File: config.mk
export PLATFORM = sky130hd
export DESIGN_NAME = core
export DESIGN_NICKNAME = d
export VERILOG_FILES = /design/src/verilog/core_pkg.sv /design/src/verilog/inst_fetch.sv /design/src/verilog/operand_bypass.sv /design/src/verilog/inst_decode.sv /design/src/verilog/stage_reg.sv /design/src/verilog/execute_unit.sv /design/src/verilog/write_back.sv /design/src/verilog/reg_file.sv /design/src/verilog/core.sv
export SDC_FILE = /design/constraint.sdc
export NUM_CORES = 2
export LEC_CHECK = 0
export BUFFER_PORTS_ARGS = -buffer_cell sky130_fd_sc_hd__clkbuf_2
export CORE_ASPECT_RATIO = 1.75
export CORE_MARGIN = 2
export CORE_UTILIZATION = 56
export DETAILED_ROUTE_END_ITERATION = 6
export GPL_ROUTABILITY_DRIVEN = 1
export HOLD_SLACK_MARGIN = 0.06
export PLACE_DENSITY = 0.72
export SLEW_MARGIN = 0
export SYNTH_ARGS = -nofsm -noshare
export SYNTH_HDL_FRONTEND = slang
export SYNTH_SLANG_ARGS = --single-unit
File: constraint.sdc
create_clock -name clk -period 14.6 [get_ports clk]
set_input_delay 3.65 -clock clk [delete_from_list [all_inputs] [get_ports clk]]
set_output_delay 3.65 -clock clk [all_outputs]
set_load 0.01 [all_outputs]
File: src/verilog/core_pkg.sv
`default_nettype none

package core_pkg;

    localparam int xlen = 32;

    typedef logic [xlen-1:0] word_t;
    typedef logic [4:0]      reg_addr_t;

    typedef enum logic [2:0] {
        alu_add,
        alu_sub,
        alu_slt,
        alu_and,
        alu_or,
        alu_xor,
        alu_pass_b
    } alu_op_t;

    // 3R class, matched on bits 31:15
    localparam logic [16:0] op_add_w = 17'h00020;
    localparam logic [16:0] op_sub_w = 17'h00022;
    localparam logic [16:0] op_slt   = 17'h00024;
    localparam logic [16:0] op_and   = 17'h00029;
    localparam logic [16:0] op_or    = 17'h0002a;
    localparam logic [16:0] op_xor   = 17'h0002b;
    // immediate and branch classes
    localparam logic [9:0]  op_addi_w  = 10'h00a;
    localparam logic [6:0]  op_lu12i_w = 7'h0a;
    localparam logic [5:0]  op_beq     = 6'h16;
    localparam logic [5:0]  op_bne     = 6'h17;

    typedef struct packed {
        word_t     pc;
        word_t     a;
        word_t     b;
        word_t     imm;
        logic      use_imm;
        alu_op_t   alu_op;
        logic      branch;
        logic      br_ne;
        reg_addr_t rd;
        logic      wr;
    } dec_pkt_t;

    typedef struct packed {
        word_t     pc;
        reg_addr_t rd;
        logic      wr;
        word_t     result;
    } res_pkt_t;

endpackage : core_pkg

`default_nettype wire

File: src/verilog/inst_fetch.sv
`timescale 1ns/100ps
`default_nettype none

module inst_fetch #(
    parameter core_pkg::word_t RESET_PC = 32'h1c00_0000
) (
    input  wire                  clk,
    input  wire                  rst,
    input  wire                  flush,
    input  wire core_pkg::word_t redirect_pc,
    input  wire                  iram_valid,
    output logic                 iram_en,
    output core_pkg::word_t      iram_addr,
    output logic                 fetch_valid,
    output core_pkg::word_t      fetch_pc
);

    core_pkg::word_t pc;

    // redirect wins over a normal advance
    always_ff @(posedge clk) begin
        if (rst) begin
            pc <= RESET_PC;
        end else if (flush) begin
            pc <= redirect_pc;
        end else if (iram_valid) begin
            pc <= pc + 32'd4;
        end
    end

    // no request while the pc is being redirected
    assign iram_en   = !flush;
    assign iram_addr = pc;

    // word returned in the flush cycle belongs to the wrong path
    assign fetch_valid = iram_valid && !flush;
    assign fetch_pc    = pc;

    addr_aligned: assert property (@(posedge clk) disable iff (rst)
        iram_addr[1:0] == 2'b00);

endmodule : inst_fetch

`default_nettype wire

File: src/verilog/operand_bypass.sv
`timescale 1ns/100ps
`default_nettype none

module operand_bypass (
    input  wire core_pkg::reg_addr_t src,
    input  wire core_pkg::word_t     rf_data,
    input  wire                      ex_valid,
    input  wire core_pkg::reg_addr_t ex_rd,
    input  wire core_pkg::word_t     ex_result,
    input  wire                      wb_valid,
    input  wire core_pkg::reg_addr_t wb_rd,
    input  wire core_pkg::word_t     wb_result,
    output core_pkg::word_t          operand
);

    logic hit_ex;
    logic hit_wb;

    // r0 is never forwarded
    assign hit_ex = ex_valid && (ex_rd == src) && (src != 5'd0);
    assign hit_wb = wb_valid && (wb_rd == src) && (src != 5'd0);

    // youngest producer first
    always_comb begin
        if (hit_ex) begin
            operand = ex_result;
        end else if (hit_wb) begin
            operand = wb_result;
        end else begin
            operand = rf_data;
        end
    end

endmodule : operand_bypass

`default_nettype wire

File: src/verilog/inst_decode.sv
`timescale 1ns/100ps
`default_nettype none

module inst_decode (
    input  wire core_pkg::word_t     inst,
    input  wire core_pkg::word_t     pc,
    input  wire                      inst_valid,
    output core_pkg::reg_addr_t      rf_raddr1,
    output core_pkg::reg_addr_t      rf_raddr2,
    input  wire core_pkg::word_t     rf_rdata1,
    input  wire core_pkg::word_t     rf_rdata2,
    input  wire                      ex_valid,
    input  wire core_pkg::reg_addr_t ex_rd,
    input  wire core_pkg::word_t     ex_result,
    input  wire                      wb_valid,
    input  wire core_pkg::reg_addr_t wb_rd,
    input  wire core_pkg::word_t     wb_result,
    output core_pkg::dec_pkt_t       dec
);

    core_pkg::word_t   opnd_a;
    core_pkg::word_t   opnd_b;
    core_pkg::alu_op_t op_3r;
    logic              is_3r;
    logic              is_addi;
    logic              is_lu12i;
    logic              is_branch;

    assign is_addi   = inst[31:22] == core_pkg::op_addi_w;
    assign is_lu12i  = inst[31:25] == core_pkg::op_lu12i_w;
    assign is_branch = (inst[31:26] == core_pkg::op_beq) || (inst[31:26] == core_pkg::op_bne);

    // branches compare rj with rd
    assign rf_raddr1 = inst[9:5];
    assign rf_raddr2 = is_branch ? inst[4:0] : inst[14:10];

    operand_bypass bypass_a (
        .src(rf_raddr1), .rf_data(rf_rdata1),
        .ex_valid(ex_valid), .ex_rd(ex_rd), .ex_result(ex_result),
        .wb_valid(wb_valid), .wb_rd(wb_rd), .wb_result(wb_result),
        .operand(opnd_a)
    );

    operand_bypass bypass_b (
        .src(rf_raddr2), .rf_data(rf_rdata2),
        .ex_valid(ex_valid), .ex_rd(ex_rd), .ex_result(ex_result),
        .wb_valid(wb_valid), .wb_rd(wb_rd), .wb_result(wb_result),
        .operand(opnd_b)
    );

    always_comb begin
        is_3r = 1'b1;
        op_3r = core_pkg::alu_add;
        case (inst[31:15])
            core_pkg::op_add_w: op_3r = core_pkg::alu_add;
            core_pkg::op_sub_w: op_3r = core_pkg::alu_sub;
            core_pkg::op_slt:   op_3r = core_pkg::alu_slt;
            core_pkg::op_and:   op_3r = core_pkg::alu_and;
            core_pkg::op_or:    op_3r = core_pkg::alu_or;
            core_pkg::op_xor:   op_3r = core_pkg::alu_xor;
            default:            is_3r = 1'b0;
        endcase
    end

    always_comb begin
        dec.pc      = pc;
        dec.a       = opnd_a;
        dec.b       = opnd_b;
        dec.rd      = inst[4:0];
        dec.imm     = {{20{inst[21]}}, inst[21:10]};
        dec.use_imm = is_addi || is_lu12i;
        dec.alu_op  = op_3r;
        // bit 26 tells bne from beq
        dec.br_ne   = inst[26];
        dec.branch  = inst_valid && is_branch;
        // unknown words fall through with no write
        dec.wr      = inst_valid && (is_3r || is_addi || is_lu12i);
        if (is_lu12i) begin
            dec.imm    = {inst[24:5], 12'd0};
            dec.alu_op = core_pkg::alu_pass_b;
        end else if (is_branch) begin
            dec.imm = {{14{inst[25]}}, inst[25:10], 2'b00};
        end
    end

endmodule : inst_decode

`default_nettype wire

File: src/verilog/stage_reg.sv
`timescale 1ns/100ps
`default_nettype none

module stage_reg #(
    parameter type payload_t = logic
) (
    input  wire           clk,
    input  wire           rst,
    input  wire           stall,
    input  wire           flush,
    input  wire           in_valid,
    input  wire payload_t in_data,
    output logic          out_valid,
    output payload_t      out_data
);

    always_ff @(posedge clk) begin
        if (rst || flush) begin
            out_valid <= 1'b0;
        end else if (!stall) begin
            out_valid <= in_valid;
        end
    end

    // payload only moves with a valid entry
    always_ff @(posedge clk) begin
        if (!stall && in_valid) begin
            out_data <= in_data;
        end
    end

    no_stall_on_flush: assert property (@(posedge clk) disable iff (rst)
        !(flush && stall));

endmodule : stage_reg

`default_nettype wire

File: src/verilog/execute_unit.sv
`timescale 1ns/100ps
`default_nettype none

module execute_unit (
    input  wire                     dec_valid,
    input  wire core_pkg::dec_pkt_t dec,
    output core_pkg::res_pkt_t      res,
    output logic                    flush,
    output core_pkg::word_t         redirect_pc,
    output core_pkg::word_t         ex_result
);

    core_pkg::word_t src_b;
    logic            taken;

    assign src_b = dec.use_imm ? dec.imm : dec.b;

    always_comb begin
        case (dec.alu_op)
            core_pkg::alu_add:    ex_result = dec.a + src_b;
            core_pkg::alu_sub:    ex_result = dec.a - src_b;
            core_pkg::alu_slt:    ex_result = {31'd0, $signed(dec.a) < $signed(src_b)};
            core_pkg::alu_and:    ex_result = dec.a & src_b;
            core_pkg::alu_or:     ex_result = dec.a | src_b;
            core_pkg::alu_xor:    ex_result = dec.a ^ src_b;
            core_pkg::alu_pass_b: ex_result = src_b;
            default:              ex_result = '0;
        endcase
    end

    // beq takes on equal, bne on not equal
    assign taken       = dec.branch && ((dec.a == dec.b) != dec.br_ne);
    assign flush       = dec_valid && taken;
    assign redirect_pc = dec.pc + dec.imm;

    // wr also drives the bypass, so squash it when the slot is empty
    always_comb begin
        res.pc     = dec.pc;
        res.rd     = dec.rd;
        res.wr     = dec_valid && dec.wr;
        res.result = ex_result;
    end

    // a taken branch must land on a word boundary
    always_comb begin
        redirect_aligned: assert (!flush || redirect_pc[1:0] == 2'b00);
    end

endmodule : execute_unit

`default_nettype wire

File: src/verilog/write_back.sv
`timescale 1ns/100ps
`default_nettype none

module write_back (
    input  wire                     wb_valid,
    input  wire core_pkg::res_pkt_t res,
    output logic                    rf_we,
    output core_pkg::reg_addr_t     rf_waddr,
    output core_pkg::word_t         rf_wdata,
    output core_pkg::word_t         debug_wb_pc,
    output logic [3:0]              debug_wb_rf_wen,
    output core_pkg::reg_addr_t     debug_wb_rf_wnum,
    output core_pkg::word_t         debug_wb_rf_wdata
);

    // writes to r0 are dropped here
    assign rf_we    = wb_valid && res.wr && (res.rd != 5'd0);
    assign rf_waddr = res.rd;
    assign rf_wdata = res.result;

    // debug view mirrors the register write
    assign debug_wb_pc       = res.pc;
    assign debug_wb_rf_wen   = {4{rf_we}};
    assign debug_wb_rf_wnum  = res.rd;
    assign debug_wb_rf_wdata = res.result;

endmodule : write_back

`default_nettype wire

File: src/verilog/reg_file.sv
`timescale 1ns/100ps
`default_nettype none

module reg_file (
    input  wire                      clk,
    input  wire                      rst,
    input  wire core_pkg::reg_addr_t raddr1,
    input  wire core_pkg::reg_addr_t raddr2,
    output core_pkg::word_t          rdata1,
    output core_pkg::word_t          rdata2,
    input  wire                      we,
    input  wire core_pkg::reg_addr_t waddr,
    input  wire core_pkg::word_t     wdata
);

    core_pkg::word_t regs [32];

    always_ff @(posedge clk) begin
        if (rst) begin
            for (int i = 0; i < 32; i++) begin
                regs[i] <= '0;
            end
        end else if (we) begin
            regs[waddr] <= wdata;
        end
    end

    // r0 reads zero whatever the array holds
    assign rdata1 = (raddr1 == 5'd0) ? '0 : regs[raddr1];
    assign rdata2 = (raddr2 == 5'd0) ? '0 : regs[raddr2];

    no_r0_write: assert property (@(posedge clk) disable iff (rst)
        we |-> waddr != 5'd0);

endmodule : reg_file

`default_nettype wire

File: src/verilog/core.sv
`timescale 1ns/100ps
`default_nettype none

module core #(
    parameter core_pkg::word_t RESET_PC = 32'h1c00_0000
) (
    input  wire                  clk,
    input  wire                  rst,
    output logic                 iram_en,
    output core_pkg::word_t      iram_addr,
    input  wire core_pkg::word_t iram_rdata,
    input  wire                  iram_valid,
    output core_pkg::word_t      debug_wb_pc,
    output logic [3:0]           debug_wb_rf_wen,
    output core_pkg::reg_addr_t  debug_wb_rf_wnum,
    output core_pkg::word_t      debug_wb_rf_wdata
);

    logic                fetch_valid, flush;
    core_pkg::word_t     fetch_pc, redirect_pc, ex_result;
    logic                id_valid, ex_valid, wb_valid;
    logic [63:0]         id_data;
    core_pkg::dec_pkt_t  dec_pkt, ex_dec;
    core_pkg::res_pkt_t  ex_res, wb_res;
    core_pkg::reg_addr_t rf_raddr1, rf_raddr2, rf_waddr;
    core_pkg::word_t     rf_rdata1, rf_rdata2, rf_wdata;
    logic                rf_we;

    inst_fetch #(.RESET_PC(RESET_PC)) fetch_inst (
        .clk(clk), .rst(rst), .flush(flush), .redirect_pc(redirect_pc),
        .iram_valid(iram_valid), .iram_en(iram_en), .iram_addr(iram_addr),
        .fetch_valid(fetch_valid), .fetch_pc(fetch_pc)
    );

    // pc in the upper half, instruction word in the lower
    stage_reg #(.payload_t(logic [63:0])) if_id (
        .clk(clk), .rst(rst), .stall(1'b0), .flush(flush),
        .in_valid(fetch_valid), .in_data({fetch_pc, iram_rdata}),
        .out_valid(id_valid), .out_data(id_data)
    );

    inst_decode decode_inst (
        .inst(id_data[31:0]), .pc(id_data[63:32]), .inst_valid(id_valid),
        .rf_raddr1(rf_raddr1), .rf_raddr2(rf_raddr2),
        .rf_rdata1(rf_rdata1), .rf_rdata2(rf_rdata2),
        .ex_valid(ex_res.wr), .ex_rd(ex_res.rd), .ex_result(ex_result),
        .wb_valid(rf_we), .wb_rd(rf_waddr), .wb_result(rf_wdata),
        .dec(dec_pkt)
    );

    stage_reg #(.payload_t(core_pkg::dec_pkt_t)) id_ex (
        .clk(clk), .rst(rst), .stall(1'b0), .flush(flush),
        .in_valid(id_valid), .in_data(dec_pkt),
        .out_valid(ex_valid), .out_data(ex_dec)
    );

    execute_unit exec_inst (
        .dec_valid(ex_valid), .dec(ex_dec), .res(ex_res), .flush(flush),
        .redirect_pc(redirect_pc), .ex_result(ex_result)
    );

    // the branch itself always moves on to W
    stage_reg #(.payload_t(core_pkg::res_pkt_t)) ex_wb (
        .clk(clk), .rst(rst), .stall(1'b0), .flush(1'b0),
        .in_valid(ex_valid), .in_data(ex_res),
        .out_valid(wb_valid), .out_data(wb_res)
    );

    write_back wb_inst (
        .wb_valid(wb_valid), .res(wb_res),
        .rf_we(rf_we), .rf_waddr(rf_waddr), .rf_wdata(rf_wdata),
        .debug_wb_pc(debug_wb_pc), .debug_wb_rf_wen(debug_wb_rf_wen),
        .debug_wb_rf_wnum(debug_wb_rf_wnum), .debug_wb_rf_wdata(debug_wb_rf_wdata)
    );

    reg_file rf_inst (
        .clk(clk), .rst(rst),
        .raddr1(rf_raddr1), .raddr2(rf_raddr2),
        .rdata1(rf_rdata1), .rdata2(rf_rdata2),
        .we(rf_we), .waddr(rf_waddr), .wdata(rf_wdata)
    );

endmodule : core

`default_nettype wire

==> flow_summary.ini <==
[critical_path]
worstReg2RegStart = if_id.out_data[29]
startpoint_type = flip-flop
rrSetupSlack_ns = 8.51
arrival_ns = 4.31
criticalPathCategory = flip-flop to primary output
path_cells = xor2_1, nor4_1, nand4_1, or3_1, a21oi_4, buf_4, inv_1, clkbuf_2
r2r_end = id_ex.out_data[59]
worstRegToRegCells = 13
worstPathRequired_ns = 10.95
end_kind = primary output
slowest_delay_ns = 0.75
worstPathMaxFanout = 43
cp_slowest_cell = nor4_1

[sta]
slew_headroom = 0.0770
finalSetupTns_ns = 0
hold_viol_final = 0
timing.final.crit_share = 0.545
grt_setup_unrepaired = no
tightest_slew_ns = 1.38
fmax_mhz = 126
finalSetupViolCount = 0
clock_skew_ns = 0.0360
period_needed_ns = 7.96
drv_slew = 0
setup_ws_ns = 6.64

[floorplanning]
start_util = 0.562
fp.dieW_um = 281
rows = 178
die_h_um = 489
coreArea_um2 = 134000
dieArea_um2 = 138000
boundaryPins = 141

[global_routing]
grt_max_degree = 136
globalRouteMet2Util = 0.647
grt_use_met1 = 0.422
track_usage = 0.382
global_route.usage.met3 = 0.0760
grt_pass1_vias = 54800
overflow = 0
busiest_layer = met2
antenna_found_initial = 17
grt_pass1_wl_um = 376000

[synthesis]
synth_commonest_cells = edfxtp_1, nand2_1, and2_1, clkbuf_1, nand3_1
ys_warn_count = 0
yosysMostFrequentCell = edfxtp_1
synthFlopType = edfxtp_1
async_reset_ff_frac = 0
synth_edf_count = 1298
synth_seq_cells = 1338
yosys.area.top_type = edfxtp_1
yosysSeqAreaShare = 0.527
syn_inst = 6651
avgSynthCellArea_um2 = 11.3
netlist_top_cells_area = edfxtp_1, mux4_2, and2_1, nand2_1, nand3_1
yosysUniqueCellTypes = 89
synthesis.area_um2 = 75400
synth_top_cell_area_share = 0.517

[hold_path]
whs_endpoint = id_ex.out_data[109]
hold_class = flip-flop to flip-flop
worstHoldStart = if_id.out_data[33]
hold_depth = 0

[cts]
holdBufCountCts = 0
post_cts_resized = 0
clk_path_buf_depth = 3
cts_made_buffers = 120
numClockSinks = 1338
post_cts_buffers = 0
cts_tree = built
htreeDepth = 3
worstSkewPairLatency_ns = 0.79
clockRootBuffer = clkbuf_16
path_clk_slew_ns = 0.06

[drt]
vias_per_cell = 6.75
vias = 56200
finalWirelength_um = 264000
wl_per_cell_um = 31.7
postRouteAntennaNets = 0
dr.pass1.iters = 7
drc = 4
drt_iter0_markers = 7036

[place]
gp_congestion = 1.04
place_ws_ns = 7.38
io_buffers = 140
hpwl_um = 177000
dp_cells = 8077

[status]
violations = design-rule violations
status = finished, violations left

[pwr]
vdd_drop_max_uv = 98.3
p_leak_nw = 29.6
p_per_area_nw_per_um2 = 114

[layout]
syn_to_final_growth_pct = 7.27
layout-drive-gt1-share = 0.141
fin_nets = 6573
fin_cells = 8313

[flow_run]
drv_cap = 0
-- stage by stage --
stage | area (um2) | util | hold WS (ns) | total power [mW]
2_1_floorplan | 75500 | - | 0.400 | 5.41
3_3_place_gp | 77000 | 0.574 | 0.402 | 5.95
3_5_place_dp | 77000 | 0.574 | 0.405 | 5.97
4_1_cts | 80900 | 0.603 | 0.415 | 9.15
5_1_grt | 80900 | 0.603 | 0.425 | 9.40
6_report | 80900 | 0.603 | 0.397 | 9.22
-- kinds of logic (layout without fill, tap and decap cells) --
group | count (synthesis) | after routing | synth area share
xor+xnor | 124 | 124 | 0.0144
buf+inv | 780 | 601 | 0.0429
compound gates | 885 | 885 | 0.0808
flops | 1338 | 1338 | 0.527
other cells | 1 | 42 | 0.0000497
fa+ha+maj | 139 | 139 | 0.0234
mux | 456 | 456 | 0.115
simple gates | 2928 | 2928 | 0.196
-- where the power goes --
| group | switching (mW) | total [mW] | internal [mW] |
|---|---|---|---|
| registers | 0.141 | 4.51 | 4.37 |
| logic | 0.947 | 1.43 | 0.485 |
| clock network | 1.52 | 3.27 | 1.76 |
| total | 2.60 | 9.22 | 6.61 |
-- area by class of cell --
| type | count | area (um2) |
|---|---|---|
| multi-input combinational | 4564 | 32900 |
| tap | 1800 | 2250 |
| fill | 10700 | 53200 |
| sequential | 1338 | 39800 |
| inverter | 129 | 484 |
| antenna | 10 | 25.0 |
| clock buffer | 147 | 3130 |
| timing repair buffer | 246 | 1540 |
| clock inverter | 79 | 786 |
-- cells in the final DEF, fill, tap and decap left out, types with 35 or more instances in the layout --
cell type,n
a21o_1,44
nor2_1,147
a22oi_1,63
o21ai_0,138
mux2_2,64
mux4_2,321
mux2i_1,70
and2_1,1000
nand2_1,1046
o21a_1,49
a32oi_1,46
ha_1,136
buf_4,104
and3_1,47
clkbuf_16,121
edfxtp_1,1298
nand4_1,73
clkbuf_2,139
or2_2,35
a211oi_1,71
a31oi_1,71
xnor2_1,64
inv_1,127
nand3_1,423
o211ai_1,39
a21oi_1,162
xor2_1,60
-- worst max path at each step --
stage	from	to	slack (ns)	depth (start not counted)
after floorplan	id_ex.out_valid	iram_en	8.23	4
after global placement	rst	rf_inst.regs[24][15]	7.48	5
after detailed placement	rst	rf_inst.regs[20][30]	7.38	5
after CTS	id_ex.out_data[78]	iram_en	6.80	8
after global routing	id_ex.out_data[100]	iram_en	6.58	8
final	id_ex.out_data[100]	iram_en	6.64	8
-- registers in the layout, indices dropped and copies added (netlist names), named ones only --
register             count
id_ex.out_valid          1
fetch_inst.fetch_pc     32
ex_wb.out_data          70
rf_inst.regs          1024
if_id.out_data          64
if_id.out_valid          1
ex_wb.out_valid          1
id_ex.out_data         140
-- layer usage --
| layer | share of wire | vias to the layer above |
|---|---|---|
| met5 | 0.00028 | - |
| met4 | 0.090 | 12 |
| met3 | 0.097 | 1013 |
| met2 | 0.50 | 3930 |
| met1 | 0.32 | 27600 |
| li1 | - | 23600 |
-- worst max-delay path: cells and delay by family (launching register included) --
kind / cells / cell delay (ns)
compound gates: 1 / 0.15
flops: 1 / 0.45
buf+inv: 3 / 1.11
simple gates: 3 / 1.37
xor+xnor: 1 / 0.39
No activity file was read; power rests on OpenSTA's default activity.
